### config.mk
export PLATFORM = sky130hd
export DESIGN_NAME = dcp_trace_top
export DESIGN_NICKNAME = d
export VERILOG_FILES = /design/src/hdl/dcp_pkg.sv /design/src/hdl/dcp_label_rom.sv /design/src/hdl/dcp_step_ctrl.sv /design/src/hdl/dcp_dump_seq.sv /design/src/hdl/dcp_tx_master.sv /design/src/hdl/dcp_trace_top.sv
export VERILOG_INCLUDE_DIRS = /design/src /design/src/hdl
export SDC_FILE = /design/constraint.sdc
export NUM_CORES = 1
export LEC_CHECK = 0
export BUFFER_PORTS_ARGS = -buffer_cell sky130_fd_sc_hd__buf_2
export CAP_MARGIN = 20
export CORE_ASPECT_RATIO = 1.1
export CORE_MARGIN = 2
export CORE_UTILIZATION = 25
export DETAILED_ROUTE_END_ITERATION = 12
export GPL_TIMING_DRIVEN = 0
export REMOVE_ABC_BUFFERS = 1
export SYNTH_ARGS = -nofsm -noshare
export SYNTH_HDL_FRONTEND = slang
export SYNTH_SLANG_ARGS = --single-unit
### constraint.sdc
create_clock -name clk -period 4.06 [get_ports clk]
set_input_delay 0.812 -clock clk [delete_from_list [all_inputs] [get_ports clk]]
set_output_delay 0.812 -clock clk [all_outputs]
set_load 0.005 [all_outputs]
### src/hdl/dcp_defs.svh
`ifndef DCP_DEFS_SVH
`define DCP_DEFS_SVH

// CPU field and bus data width
`define DCP_WORD_W 32

// Command byte
`define DCP_CMD_W 8

// NPC, PC, IR, CTL, A, B, IMM, Y, MDR
`define DCP_FIELD_CNT 9

// Longest label without the trailing "="
`define DCP_LABEL_MAX 3

`define DCP_CHAR_EQ 8'h3D
`define DCP_CHAR_CR 8'h0D
`define DCP_CHAR_LF 8'h0A

`endif

### src/hdl/dcp_pkg.sv
`default_nettype none

`include "dcp_defs.svh"

package dcp_pkg;

    typedef struct packed {
        logic [`DCP_WORD_W-1:0] npc;
        logic [`DCP_WORD_W-1:0] pc;
        logic [`DCP_WORD_W-1:0] ir;
        logic [`DCP_WORD_W-1:0] ctl;
        logic [`DCP_WORD_W-1:0] a;
        logic [`DCP_WORD_W-1:0] b;
        logic [`DCP_WORD_W-1:0] imm;
        logic [`DCP_WORD_W-1:0] y;
        logic [`DCP_WORD_W-1:0] mdr;
    } cpu_fields_t;

    typedef logic [3:0] field_idx_t;

    typedef struct packed {
        logic [0:`DCP_LABEL_MAX-1][7:0] chars; // First char in chars[0]
        logic [1:0]                     len;
    } label_t;

    typedef struct packed {
        logic                   is_word;
        logic [`DCP_WORD_W-1:0] data;    // Char code in low byte
    } tx_item_t;

    typedef struct packed {
        logic                   cyc;
        logic                   stb;
        logic                   we;
        logic                   adr;     // 0 char, 1 word
        logic [`DCP_WORD_W-1:0] dat;
    } wb_m2s_t;

    typedef enum logic [2:0] {IDLE, PULSE, SETTLE, DUMP, HOLD} step_state_t;

    typedef enum logic [2:0] {PH_LABEL, PH_EQ, PH_WORD, PH_CR, PH_LF, PH_DONE} dump_phase_t;

    typedef enum logic [1:0] {TX_IDLE, TX_BUS, TX_GAP} tx_state_t;

endpackage

`default_nettype wire

### src/hdl/dcp_label_rom.sv
`timescale 1ns/1ns
`default_nettype none

module dcp_label_rom (
    input  wire dcp_pkg::field_idx_t idx,
    output dcp_pkg::label_t          label
);

    always_comb begin
        case (idx)
            4'd0: begin
                label.chars = "NPC";
                label.len   = 2'd3;
            end
            4'd1: begin
                label.chars = {"PC", 8'h00};
                label.len   = 2'd2;
            end
            4'd2: begin
                label.chars = {"IR", 8'h00};
                label.len   = 2'd2;
            end
            4'd3: begin
                label.chars = "CTL";
                label.len   = 2'd3;
            end
            4'd4: begin
                label.chars = {"A", 16'h0000};
                label.len   = 2'd1;
            end
            4'd5: begin
                label.chars = {"B", 16'h0000};
                label.len   = 2'd1;
            end
            4'd6: begin
                label.chars = "IMM";
                label.len   = 2'd3;
            end
            4'd7: begin
                label.chars = {"Y", 16'h0000};
                label.len   = 2'd1;
            end
            4'd8: begin
                label.chars = "MDR";
                label.len   = 2'd3;
            end
            default: begin
                label.chars = {"?", 16'h0000}; // Out of range index
                label.len   = 2'd1;
            end
        endcase
    end

endmodule

`default_nettype wire

### src/hdl/dcp_step_ctrl.sv
`timescale 1ns/1ns
`default_nettype none

`include "dcp_defs.svh"

module dcp_step_ctrl (
    input  wire                  clk,
    input  wire                  rstn,
    input  wire [`DCP_CMD_W-1:0] sel_mode,
    input  wire [`DCP_CMD_W-1:0] cmd_id,
    input  wire                  dump_done,
    output logic                 clk_cpu,
    output logic                 run,
    output logic                 done
);

    dcp_pkg::step_state_t state;
    logic                 match;

    assign match = (sel_mode == cmd_id);

    always_ff @(posedge clk or negedge rstn) begin
        if (!rstn) begin
            state   <= dcp_pkg::IDLE;
            clk_cpu <= 1'b0;
            run     <= 1'b0;
            done    <= 1'b0;
        end else if (!match) begin
            // Command withdrawn ends the session in any state
            state   <= dcp_pkg::IDLE;
            clk_cpu <= 1'b0;
            run     <= 1'b0;
            done    <= 1'b0;
        end else begin
            case (state)
                dcp_pkg::IDLE: begin
                    state   <= dcp_pkg::PULSE;
                    clk_cpu <= 1'b1;            // Single step
                end
                dcp_pkg::PULSE: begin
                    state   <= dcp_pkg::SETTLE;
                    clk_cpu <= 1'b0;
                end
                dcp_pkg::SETTLE: begin
                    state <= dcp_pkg::DUMP;     // Let the datapath settle
                    run   <= 1'b1;
                end
                dcp_pkg::DUMP: begin
                    if (dump_done) begin
                        state <= dcp_pkg::HOLD;
                        run   <= 1'b0;
                        done  <= 1'b1;
                    end
                end
                dcp_pkg::HOLD: begin
                    done <= 1'b1;               // Until sel_mode changes
                end
                default: begin
                    state   <= dcp_pkg::IDLE;
                    clk_cpu <= 1'b0;
                    run     <= 1'b0;
                    done    <= 1'b0;
                end
            endcase
        end
    end

endmodule

`default_nettype wire

### src/hdl/dcp_dump_seq.sv
`timescale 1ns/1ns
`default_nettype none

`include "dcp_defs.svh"

module dcp_dump_seq (
    input  wire                       clk,
    input  wire                       rstn,
    input  wire                       run,
    input  wire dcp_pkg::cpu_fields_t fields,
    output dcp_pkg::tx_item_t         item,
    output logic                      item_valid,
    input  wire                       item_taken,
    output logic                      dump_done
);

    dcp_pkg::dump_phase_t   phase;
    dcp_pkg::field_idx_t    fidx;
    logic [1:0]             cidx;
    logic                   drain;      // Aborted item still on the bus
    logic [`DCP_WORD_W-1:0] word_q;
    logic [`DCP_WORD_W-1:0] field_word;
    dcp_pkg::label_t        label;
    logic                   last_char;
    logic                   taken;

    dcp_label_rom u_rom (
        .idx   (fidx),
        .label (label)
    );

    always_comb begin
        case (fidx)
            4'd0:    field_word = fields.npc;
            4'd1:    field_word = fields.pc;
            4'd2:    field_word = fields.ir;
            4'd3:    field_word = fields.ctl;
            4'd4:    field_word = fields.a;
            4'd5:    field_word = fields.b;
            4'd6:    field_word = fields.imm;
            4'd7:    field_word = fields.y;
            default: field_word = fields.mdr;
        endcase
    end

    assign last_char = (cidx == label.len - 2'd1);
    assign taken     = item_valid && item_taken;
    assign dump_done = taken && (phase == dcp_pkg::PH_LF);

    always_comb begin
        item.is_word = 1'b0;
        item.data    = '0;
        case (phase)
            dcp_pkg::PH_LABEL: item.data[7:0] = label.chars[cidx];
            dcp_pkg::PH_EQ:    item.data[7:0] = `DCP_CHAR_EQ;
            dcp_pkg::PH_WORD: begin
                item.is_word = 1'b1;
                item.data    = word_q;
            end
            dcp_pkg::PH_CR:    item.data[7:0] = `DCP_CHAR_CR;
            dcp_pkg::PH_LF:    item.data[7:0] = `DCP_CHAR_LF;
            default:           item.data      = '0;
        endcase
    end

    // Word is captured as it becomes the current item
    always_ff @(posedge clk) begin
        if (taken && phase == dcp_pkg::PH_EQ) begin
            word_q <= field_word;
        end
    end

    always_ff @(posedge clk or negedge rstn) begin
        if (!rstn) begin
            phase      <= dcp_pkg::PH_LABEL;
            fidx       <= '0;
            cidx       <= '0;
            item_valid <= 1'b0;
            drain      <= 1'b0;
        end else if (!run) begin
            phase      <= dcp_pkg::PH_LABEL;
            fidx       <= '0;
            cidx       <= '0;
            item_valid <= 1'b0;
            if (item_taken) begin
                drain <= 1'b0;
            end else if (item_valid) begin
                drain <= 1'b1;          // Its item_taken is still to come
            end
        end else if (drain) begin
            if (item_taken) begin
                drain <= 1'b0;
            end
        end else if (!item_valid) begin
            item_valid <= (phase != dcp_pkg::PH_DONE);
        end else if (item_taken) begin
            case (phase)
                dcp_pkg::PH_LABEL: begin
                    if (last_char) begin
                        phase <= dcp_pkg::PH_EQ;
                        cidx  <= '0;
                    end else begin
                        cidx <= cidx + 2'd1;
                    end
                end
                dcp_pkg::PH_EQ: phase <= dcp_pkg::PH_WORD;
                dcp_pkg::PH_WORD: begin
                    if (fidx == dcp_pkg::field_idx_t'(`DCP_FIELD_CNT - 1)) begin
                        phase <= dcp_pkg::PH_CR;
                    end else begin
                        fidx  <= fidx + 4'd1;
                        phase <= dcp_pkg::PH_LABEL;
                    end
                end
                dcp_pkg::PH_CR: phase <= dcp_pkg::PH_LF;
                default: begin
                    phase      <= dcp_pkg::PH_DONE; // Idle until run falls
                    item_valid <= 1'b0;
                end
            endcase
        end
    end

endmodule

`default_nettype wire

### src/hdl/dcp_tx_master.sv
`timescale 1ns/1ns
`default_nettype none

`include "dcp_defs.svh"

module dcp_tx_master (
    input  wire                     clk,
    input  wire                     rstn,
    input  wire dcp_pkg::tx_item_t  item,
    input  wire                     item_valid,
    output logic                    item_taken,
    output dcp_pkg::wb_m2s_t        wb,
    input  wire                     wb_ack
);

    dcp_pkg::tx_state_t     state;
    logic                   adr_q;
    logic [`DCP_WORD_W-1:0] dat_q;

    always_ff @(posedge clk or negedge rstn) begin
        if (!rstn) begin
            state <= dcp_pkg::TX_IDLE;
        end else begin
            case (state)
                dcp_pkg::TX_IDLE: begin
                    if (item_valid) begin
                        state <= dcp_pkg::TX_BUS;
                    end
                end
                dcp_pkg::TX_BUS: begin
                    if (wb_ack) begin
                        state <= dcp_pkg::TX_GAP;   // No abort once started
                    end
                end
                default: state <= dcp_pkg::TX_IDLE;
            endcase
        end
    end

    // Payload held for the whole transfer
    always_ff @(posedge clk) begin
        if (state == dcp_pkg::TX_IDLE && item_valid) begin
            adr_q <= item.is_word;
            dat_q <= item.data;
        end
    end

    always_comb begin
        wb.cyc = (state == dcp_pkg::TX_BUS);
        wb.stb = (state == dcp_pkg::TX_BUS);
        wb.we  = (state == dcp_pkg::TX_BUS);   // Write only
        wb.adr = adr_q;
        wb.dat = dat_q;
    end

    // Bus idle cycle doubles as the taken pulse
    assign item_taken = (state == dcp_pkg::TX_GAP);

endmodule

`default_nettype wire

### src/hdl/dcp_trace_top.sv
`timescale 1ns/1ns
`default_nettype none

`include "dcp_defs.svh"

module dcp_trace_top (
    input  wire                       clk,
    input  wire                       rstn,
    input  wire [`DCP_CMD_W-1:0]      sel_mode,
    input  wire [`DCP_CMD_W-1:0]      cmd_id,
    input  wire dcp_pkg::cpu_fields_t fields,
    input  wire                       wb_ack,
    output dcp_pkg::wb_m2s_t          wb,
    output logic                      clk_cpu,
    output logic                      done
);

    logic              run;
    logic              dump_done;
    logic              item_valid;
    logic              item_taken;
    dcp_pkg::tx_item_t item;

    dcp_step_ctrl u_step (
        .clk       (clk),
        .rstn      (rstn),
        .sel_mode  (sel_mode),
        .cmd_id    (cmd_id),
        .dump_done (dump_done),
        .clk_cpu   (clk_cpu),
        .run       (run),
        .done      (done)
    );

    dcp_dump_seq u_seq (
        .clk        (clk),
        .rstn       (rstn),
        .run        (run),
        .fields     (fields),
        .item       (item),
        .item_valid (item_valid),
        .item_taken (item_taken),
        .dump_done  (dump_done)
    );

    dcp_tx_master u_tx (
        .clk        (clk),
        .rstn       (rstn),
        .item       (item),
        .item_valid (item_valid),
        .item_taken (item_taken),
        .wb         (wb),
        .wb_ack     (wb_ack)
    );

endmodule

`default_nettype wire

[Yosys cells after proc, flatten, opt, wreduce, memory -nomap -nowiden]
Memory sizes are Yosys's and may differ from the RTL's.
Cells that the tools add are included.
Cells by class
  add/sub/neg operators: 3
  magnitude comparators: 1
  equal/unequal tests: 35
  multiplexer cells: 49
  bitwise gates (word level): 1
  reductions and logical operators: 20
Operators by type and width (number)
  $pmux W32 S8: 1
  $pmux W8 S5: 1
  $mux W4: 6
  $mux W3: 7
  $mux W2: 9
  $bmux W8 S2: 1
  $eq A4 B3 Y1 const B: 4
  $mux W1: 16
  $mux W8: 2
  $ne A2 B2 Y1 const B: 8
  $pmux W3 S5: 1
  $eq A3 B2 Y1 const B: 4
  $pmux W3 S4: 1
  $reduce_or A3 Y1: 3
  $eq A4 B2 Y1 const B: 2
  $eq A8 B8 Y1: 1
  $ne A2 B1 Y1 const B: 4
  $reduce_and A2 Y1: 4
  $reduce_and A4 Y1: 2
  $eq A3 B1 Y1 const B: 2
  $eq A3 B3 Y1 const B: 2
  $logic_not A3 Y1: 2
  $ne A3 B3 Y1 const B: 2
  $pmux W1 S3: 2
  19 further kinds: 22
Storage, ports and cells
  register bits: 84
  bits in read-only memories: 336
  bits of input ports: 307
  output and inout bits: 38
  logic and storage cells: 124
  memories kept: 1
Memories
  (no name shown): words 16, bits a word 21, rd ports 1, clocked after memory_dff 0, wr ports 0, line dcp_label_rom.sv:10  | case (idx)

[Longest topological paths before layout]
Gate-level depths: netlist (run 1).
An unclocked memory read counts as a cell.
  word-level depth: 9
  depth in mapped cells: 9
  depth with buffers taken out: 7

[Modules after synthesis]
From an unflattened synthesis (run 1), not the netlist that was laid out.
Second synthesis, totals
  cells, all modules: 611
  area, all modules: 6047.0 um^2
Modules (own cells, without submodules)
  dcp_dump_seq: times used 1, cells an instance 480, area an instance 4225.3 um^2, seq. area each 1236.2 um^2
  dcp_tx_master: times used 1, cells an instance 44, area an instance 1111.1 um^2, seq. area each 1041.0 um^2
  dcp_step_ctrl: times used 1, cells an instance 37, area an instance 392.9 um^2, seq. area each 150.1 um^2
  dcp_label_rom: times used 1, cells an instance 50, area an instance 317.8 um^2, seq. area each 0.0 um^2

[Worst setup path before layout (run 1)]
OpenSTA, ideal clock, no wires.
  path kind: register to register
  from: register u_seq.phase[1]
  to: register u_seq.word_q[0], enable pin
  library setup time: 0.461 ns
  arrival time: 3.020 ns
  data required time: 3.599 ns
  setup slack: 0.579 ns
  stages on the path, launching flop included: 4
  buffers on the path: 1
  clock period less this slack: 3.481 ns
  path through: dfrtp_1 > clkbuf_1 > nand2b_1 > nor3_1
On the way
  longest elaborated chain between the ends: 2
Ends and longest elaborated chain
  from (decl): line dcp_dump_seq.sv:17  | dcp_pkg::dump_phase_t phase;
  from (signal assigned): line dcp_dump_seq.sv:75  | phase <= dcp_pkg::PH_LABEL;
  from (signal assigned): line dcp_dump_seq.sv:81  | phase <= dcp_pkg::PH_LABEL;
  from (signal assigned): line dcp_dump_seq.sv:100  | phase <= dcp_pkg::PH_EQ;
  $eq A3 B1 Y1: line dcp_dump_seq.sv:68  | if (taken && phase == dcp_pkg::PH_EQ) begin
  $logic_and A1 B1 Y1: line dcp_dump_seq.sv:68
  to (signal assigned): line dcp_dump_seq.sv:69  | word_q <= field_word;
  to (decl): line dcp_dump_seq.sv:21  | logic [`DCP_WORD_W-1:0] word_q;
No other way between the ends.
A chain may end at the register's enable or synchronous reset.

[Worst setup path in the final report (run 1)]
  from: register u_seq.fidx[1]
  to: register u_seq.word_q[1], data pin
On the way
  longest elaborated chain between the ends: 2
  elaborated cells between the ends (all ways): 9
  those cells by class: eq/ne (7); mux (1); reduce/logical (1)
Ends and longest elaborated chain
  from (decl): line dcp_dump_seq.sv:18  | dcp_pkg::field_idx_t fidx;
  from (signal assigned): line dcp_dump_seq.sv:111  | fidx <= fidx + 4'd1;
  $eq A4 B3 Y1 (tied with other cells): line dcp_dump_seq.sv:33  | case (fidx)
  $pmux W32 S8 *: line dcp_dump_seq.sv:33
  net u_seq.field_word[1]: line dcp_dump_seq.sv:22  | logic [`DCP_WORD_W-1:0] field_word;
Mark *: on every way through the listed nets, which the timed path passes. The rest lies on a longest branch.

==> results.toml, run 1 <==
[drt]
wirelength_um = 22600
drt_iter0_markers = 427
drtPass1Iterations = 5
ant_nets = 0
post-route-drc-count = 0
vias_per_cell = 5.04
num_vias = 5887
wl_per_cell_um = 19.4

[final_layout]
area_delta_synth_final_pct = 41.6
final_nets = 1178
num_antenna_cells = 0
fin_cells = 1167
drive_above_1_share_pct = 48.1

[worst_setup_path]
r2r_slack_ps = 970
path_class = "register to register"
critPathMaxFanout = 22
slowest_stage = "ha_1"
path_cells = "inv_1, ha_1, and2_1, a22oi_1, nand4_1, mux2_2"
crit_path_max_incr_delay_ps = 970
required_ps = 4270
cp.arrival_ps = 3310
cp-start-kind = "register"
end_kind = "register"

[sta]
max_slew_margin_pct = 20.8
rsz0062_at_grt = "false"
period_minus_slack_ps = 3090
fin_skew_ps = 8.29
hold_violations = 0
tns_ps = 0
worst_slack_ps = 966
worstMarginPinSlew_ps = 1190
min_period_over_period_pct = 76.2
slew_violations = 0
setup_violations = 0
fmax_mhz = 323

[logic_synthesis]
synth_edf_count = 65
syn_avg_cell_area_um2 = 10.3
synthDistinctLibCells = 60
yosys_warnings = 0
async_flop_share_pct = 22.6
yosysSeqAreaShare_pct = 42.9
ys_ff_latch = 84
synth_flop_cell = "edfxtp_1"
synthCells = 551
syn-cell-area_um2 = 5660
yosys.area.top_type = "edfxtp_1"
synth.area.top_cells = "edfxtp_1, a22oi_1, dfrtp_1, mux2_2, and2_1"
synth_top_cell_area_share_pct = 34.5

[power]
total_power_mw = 1.98
power-per-cell-area_nw_per_um2 = 247
p_leak_nw = 3.47
peakVddDrop_mv = 0.160

[die]
num_rows = 57
start_util_pct = 25.5
dieWidth_um = 147
num_io_pins = 345
dieArea_um2 = 23900
die-height_um = 162
coreArea_um2 = 22200

[cts]
cts_setup_buffers = 0
cts_resized = 0
root_buffer = "clkbuf_16"
cts_buffer_depth = 2
clock_latency_ps = 350
htree_levels = 3
cts_tree = "done"
clk_pin_slew_ps = 70
postCtsHoldBufs = 0
cts_buffers = 9
cts_sinks = 84

[global_route]
grt_usage_pct = 18.4
grt_pass1_vias = 5743
grt_pass1_wl_um = 33300
grt-ovfl-total = 0
grt_max_degree = 43
antenna_found_initial = 0

[place]
io_buffers = 344
pre_cts_slack_ps = 674
placed_cells = 1148
place_hpwl_um = 17600
gp_congestion = 0.833

[worst_hold_path]
hold_path.class = "input pin to asynchronous set/reset pin"

[status]
status = "finished clean"

[job]
cap_violations = 0
## routing by layer
metal | global-route usage [%] | share of wire [%]
met5 | 0 | 0
met4 | 6.08 | 2.4
met3 | 3.01 | 8.1
met2 | 29.2 | 46
met1 | 25.5 | 43
## cells by family after synthesis
kind of cell	after synthesis	share of synthesized area, %
AOI/OAI and AO/OA	195	25.0
xor gates and xnor gates	11	1.70
adders and majority gates	4	0.884
buffers and inverters	73	7.27
DFF	84	42.9
muxes	44	8.40
and+or+nand+nor	140	13.9
## cells in the mapped netlist, types with 4 or more instances
master / number
a22oi_1: 92
edfxtp_1: 65
and2_1: 29
mux2_2: 28
nand2_1: 26
a21oi_1: 24
nand4_1: 20
nor2_1: 20
dfrtp_1: 19
clkbuf_1: 18
inv_1: 18
mux2i_1: 16
o21ai_0: 15
buf_2: 14
buf_6: 12
xor2_1: 10
nand3_1: 9
a222oi_1: 8
buf_4: 8
a221oi_1: 7
o31ai_1: 7
nand2b_1: 6
o22ai_1: 6
a211oi_1: 5
nor3_1: 5
o21ai_1: 5
a2111oi_0: 4
and3_1: 4
ha_1: 4
nor2b_1: 4
## area by class of cell
cell class / count / area (um2)
tap: 295 / 369
fill: 2282 / 14200
sequential: 84 / 2430
clock inverter: 7 / 80.1
inverter: 18 / 67.6
timing repair buffer: 360 / 2010
multi-input combinational: 394 / 2840
clock buffer: 9 / 225
## report_power, final
part           leakage (nW)  switching, mW  internal (mW)
Sequential            0.930       0.000197          0.921
Clock                 0.143          0.361          0.484
Combinational          2.40         0.0758          0.136
Total                  3.47          0.437           1.54
## through the flow
step,hold WS (ps),util (%),area (um2)
after floorplan,473,-,5320
after global placement,499,33.4,7410
after detailed placement,502,34.5,7650
after CTS,419,35.9,7960
after global routing,439,36.1,8020
final,416,36.1,8020
## sequential cells by signal, indices dropped and copies added, names as in the netlist, 2 cells and up
name / count
u_seq.fidx: 4
u_seq.cidx: 2
u_tx.dat_q: 32
u_seq.phase: 3
u_seq.word_q: 32
u_step.state: 3
u_tx.state: 2
## final timing paths
check	startpoint	to	depth (start not counted)
worst max-delay path	u_seq.fidx[1]$_DFFE_PN0P_	u_seq.word_q[1]$_DFFE_PP_	6
worst min-delay path	rstn	u_step.clk_cpu$_DFFE_PN0P_	1
worst max register to register	u_seq.fidx[1]$_DFFE_PN0P_	u_seq.word_q[1]$_DFFE_PP_	6
worst min register to register	u_seq.word_q[16]$_DFFE_PP_	u_tx.dat_q[16]$_SDFFCE_PP0P_	1
max in group asynchronous	rstn	u_seq.fidx[2]$_DFFE_PN0P_	1
min in group clk	u_seq.word_q[16]$_DFFE_PP_	u_tx.dat_q[16]$_SDFFCE_PP0P_	1
## cells in the final DEF (no fill, tap or decap), drive strengths merged, types with 3 or more instances in the layout
cell type  count
nand3          9
mux2i         16
nor2          21
and2          32
a31oi          3
dfrtp         19
a2111oi        6
inv           21
clkbuf         9
mux2          28
ha             4
nand2         26
o21ai         20
and3           4
a221oi         7
o22ai          6
nand2b         7
nand4         20
nor2b          4
a22oi         92
nand3b         3
a211oi         5
edfxtp        65
nor3           5
buf          360
o31ai          7
a21oi         24
a222oi         8
xor2          10
## critical path, delay by kind of cell, from the launching register on
kind	cells	cell delay, ps
AND/OR/NAND/NOR	2	1050
adder cells (fa/ha/maj)	1	970
flip-flops	1	420
AO/OA/AOI/OAI	1	190
multiplexers	1	180
buffers and inverters	1	140
No activity file was read; power rests on OpenSTA's default activity.
==> inputs of run 2 (changes only) <==
==> constraint.sdc (replaced) <==
create_clock -name clk -period 3 [get_ports clk]
set_input_delay 0.6 -clock clk [delete_from_list [all_inputs] [get_ports clk]]
set_output_delay 0.6 -clock clk [all_outputs]
set_load 0.005 [all_outputs]
==> results.toml, run 2 (synthesis results as in run 1) <==
[die]
start_util_pct = 25.5
dieWidth_um = 147
num_io_pins = 345
num_rows = 57
coreArea_um2 = 22200
die-height_um = 162
dieArea_um2 = 23900

[final_layout]
area_delta_synth_final_pct = 41.5
final_cell_mix = "buf_2, a22oi_1, edfxtp_1"
fin_cells = 1166
final_core_util_pct = 36.1
final_nets = 1177
final_common_cell = "buf_2"
reg_top3 = "u_seq.word_q (32), u_tx.dat_q (32), u_seq.fidx (4)"
design_area_um2 = 8010
num_antenna_cells = 0
drive_above_1_share_pct = 48.3

[global_route]
grt_pass1_vias = 5751
antenna_found_initial = 0
grt_pass1_wl_um = 33300
grt-ovfl-total = 0
grt_max_degree = 43
grt_usage_pct = 18.4

[sta]
hold_violations = 0
holdWs_ps = 204
min_period_over_period_pct = 92.8
worstMarginPinSlew_ps = 956
fin_skew_ps = 8.08
rsz0062_at_grt = "false"
fmax_mhz = 359
setup_violations = 0
slew_violations = 0
max_slew_margin_pct = 36.0
period_minus_slack_ps = 2780

[place]
placed_cells = 1148
detailed_place.area_um2 = 7650
place_hpwl_um = 17600
gp_congestion = 0.833
io_buffers = 344

[drt]
wl_met2_um = 10500
wl_per_cell_um = 19.4
drtPass1Iterations = 5
num_vias = 5888
wirelength_um = 22700
m1WireLength_um = 10000
post-route-drc-count = 0
highest_layer = "met4"
wl_met3_um = 1680
ant_nets = 0
drt_iter0_markers = 434
vias_per_cell = 5.05

[cts]
cts_buffer_depth = 2
cts_setup_buffers = 0
cts_tree = "done"
htree_levels = 3
postCtsHoldBufs = 0
clk_pin_slew_ps = 70
clock_latency_ps = 350
cts_sinks = 84
cts_buffers = 9
root_buffer = "clkbuf_16"
cts_resized = 3

[power]
total_power_mw = 2.68
p_leak_nw = 3.47
peakVddDrop_mv = 0.216
power-per-cell-area_nw_per_um2 = 334

[worst_setup_path]
path_class = "register to register"
cp-start-kind = "register"
critPathMaxFanout = 34
required_ps = 3090
cp.arrival_ps = 2880
end_kind = "register"

[status]
status = "finished clean"

[worst_hold_path]
hold_path.class = "input pin to asynchronous set/reset pin"

[job]
cap_violations = 0
run 2: cell types whose count changed in the layout (fill, tap and decap cells not counted):
cell / previous run / this run
buf_8: 2 / 1
ha_1: 4 / 2
and2_2: 0 / 1
and2_1: 30 / 29
ha_2: 0 / 2
run 2: layout make-up:
type	count	area (um2)
clock buffers	9	225
clock inverters	7	80.1
fillers	2283	14200
inverters	18	67.6
multi-input cells	394	2840
flip-flops and latches	84	2430
well taps	295	369
repair buffers	359	1990
run 2: through the flow:
stage                     TNS (ps)  worst slack [ps]
after CTS                        0               146
after floorplan             -21260              -407
after global placement     -193400             -2080
final                            0               216
after detailed placement     -6060              -386
after global routing             0              2.89
run 2: power breakdown:
group | switching (mW) | internal, mW | total, mW
clock network | 0.489 | 0.655 | 1.14
registers | 0.000255 | 1.25 | 1.25
logic | 0.103 | 0.184 | 0.287
run 2: worst paths after layout:
check                                                start                            to  slack, ps  cells past startpoint
max in group asynchronous                             rstn     u_seq.fidx[2]$_DFFE_PN0P_       2450                      1
worst min-delay path                                  rstn    u_step.clk_cpu$_DFFE_PN0P_        200                      1
min in group clk                                    wb_ack     u_tx.state[1]$_DFFE_PN0P_        500                      3
worst min register to register  u_seq.word_q[16]$_DFFE_PP_  u_tx.dat_q[16]$_SDFFCE_PP0P_        520                      1
worst max register to register   u_seq.fidx[3]$_DFFE_PN0P_     u_seq.word_q[4]$_DFFE_PP_        220                      6
worst max-delay path             u_seq.fidx[3]$_DFFE_PN0P_     u_seq.word_q[4]$_DFFE_PP_        220                      6
run 2: per-layer routing:
layer  GRT usage (%)  vias up
met3            2.98       27
met4            6.08        0
li1                -     2786
met1            25.5     2726
met2            29.3      349
met5               0        -
run 2: critical path: stages (launching register included):
cell     delay [ps]
dfrtp_2         860
buf_12          280
and3b_1         390
buf_16          250
a22oi_1         240
nand4_1         180
mux2_2          310
==> inputs of run 3 (changes only) <==
--- a/config.mk
+++ b/config.mk
@@ -13,6 +13,7 @@
 export CORE_UTILIZATION = 25
 export DETAILED_ROUTE_END_ITERATION = 12
 export GPL_TIMING_DRIVEN = 0
+export RECOVER_POWER = 100
 export REMOVE_ABC_BUFFERS = 1
 export SYNTH_ARGS = -nofsm -noshare
 export SYNTH_HDL_FRONTEND = slang
==> results.toml, run 3 (synthesis results as in run 1) <==
[status]
status = "finished clean"

[drt]
wirelength_um = 22700
num_vias = 5889
wl_per_cell_um = 19.5
post-route-drc-count = 0
ant_nets = 0
drtPass1Iterations = 5
vias_per_cell = 5.05
drt_iter0_markers = 399

[global_route]
grt_max_degree = 43
grt-ovfl-total = 0
grt_usage_pct = 18.4
grt_pass1_wl_um = 33300
antenna_found_initial = 0
grt_pass1_vias = 5751

[worst_setup_path]
r2r.worst_path.cells = 6
cp.arrival_ps = 2910
crit_path_max_incr_delay_ps = 870
path_class = "register to register"
slowest_stage = "dfrtp_2"
critPathMaxFanout = 34
required_ps = 3090
path_cells = "buf_12, and3b_1, buf_16, a22oi_1, nand4_1, mux2_2"
end_kind = "register"
cp-start-kind = "register"

[final_layout]
final_cell_mix = "buf_2, a22oi_1, edfxtp_1"
fin_cells = 1167
reg_top3 = "u_seq.word_q (32), u_tx.dat_q (32), u_seq.fidx (4)"
area_delta_synth_final_pct = 39.7
drive_above_1_share_pct = 44.1
final_nets = 1177
final_common_cell = "buf_2"

[sta]
slew_violations = 0
period_minus_slack_ps = 2820
min_period_over_period_pct = 94.0
worstMarginPinSlew_ps = 1130
max_slew_margin_pct = 24.7
tns_ps = 0
setup_violations = 0
hold_violations = 0
fin_skew_ps = 8.45
worst_slack_ps = 181
fmax_mhz = 355
rsz0062_at_grt = "false"

[place]
placed_cells = 1148
place_hpwl_um = 17600
pre_cts_slack_ps = -386
gp_congestion = 0.833
io_buffers = 344

[cts]
htree_levels = 3
clock_latency_ps = 350
cts_sinks = 84
cts_setup_buffers = 0
cts_tree = "done"
cts_buffers = 9
clk_pin_slew_ps = 70
cts_resized = 3
cts_buffer_depth = 2
root_buffer = "clkbuf_16"
postCtsHoldBufs = 0

[die]
num_io_pins = 345
start_util_pct = 25.5
dieArea_um2 = 23900
num_rows = 57
coreArea_um2 = 22200
dieWidth_um = 147
die-height_um = 162

[worst_hold_path]
hold_path.class = "input pin to asynchronous set/reset pin"

[power]
p_leak_nw = 3.30
power-per-cell-area_nw_per_um2 = 339
peakVddDrop_mv = 0.217

[job]
cap_violations = 0
## run 3: cell types whose count changed in the layout (fill, tap and decap cells not counted), moves of 2 or more
cell,change
clkbuf_2,+3
and2_0,+17
nor3_2,-2
buf_2,-29
buf_6,-7
nor3_1,+2
and2_1,-17
o21ai_0,+2
o21ai_1,-2
clkbuf_1,+33
## run 3: cell type report
class                      count  area [um2]
tap                          295         369
inverter                      18        67.6
timing repair buffer         359        1910
sequential                    84        2430
fill                        2309       14300
multi-input combinational    394        2830
clock buffer                   9         225
antenna                        1        2.50
clock inverter                 7        80.1
## run 3: worst paths after layout
path,slack (ps),startpoint,end
max,180,u_seq.fidx[3]$_DFFE_PN0P_,u_seq.word_q[4]$_DFFE_PP_
min,450,rstn,u_step.clk_cpu$_DFFE_PN0P_
max reg2reg,180,u_seq.fidx[3]$_DFFE_PN0P_,u_seq.word_q[4]$_DFFE_PP_
min reg2reg,520,u_seq.word_q[29]$_DFFE_PP_,u_tx.dat_q[29]$_SDFFCE_PP0P_
max in group asynchronous,1800,rstn,u_seq.fidx[2]$_DFFE_PN0P_
min in group clk,500,wb_ack,u_tx.state[1]$_DFFE_PN0P_
## run 3: where the power goes
part | switching (mW) | internal (mW) | leakage (nW)
sequential | 0.000260 | 1.25 | 0.934
combinational | 0.102 | 0.184 | 2.22
clock | 0.494 | 0.655 | 0.143
## run 3: stage by stage
stage / util (%) / power (mW) / instance area, um2 / hold slack (ps)
floorplan: - / 1.34 / 5320 / 304
global placement: 33.4 / 1.55 / 7410 / 499
detailed placement: 34.5 / 1.56 / 7650 / 502
CTS: 35.9 / 2.73 / 7960 / 207
global route: 35.6 / 2.80 / 7910 / 506
finish: 35.7 / 2.68 / 7910 / 452
## run 3: metal layers
layer	track usage, %	routed length, um
met5	0	0
met4	6.08	438
met3	2.98	1750
met2	29.3	10500
met1	25.5	10000
## run 3: worst max-delay path: cells and delay by family, from the launching register on
kind / cells / cell delay (ps)
flip-flops: 1 / 870
AND/OR/NAND/NOR: 2 / 580
buffers and inverters: 2 / 540
multiplexers: 1 / 310
AO/OA/AOI/OAI: 1 / 250
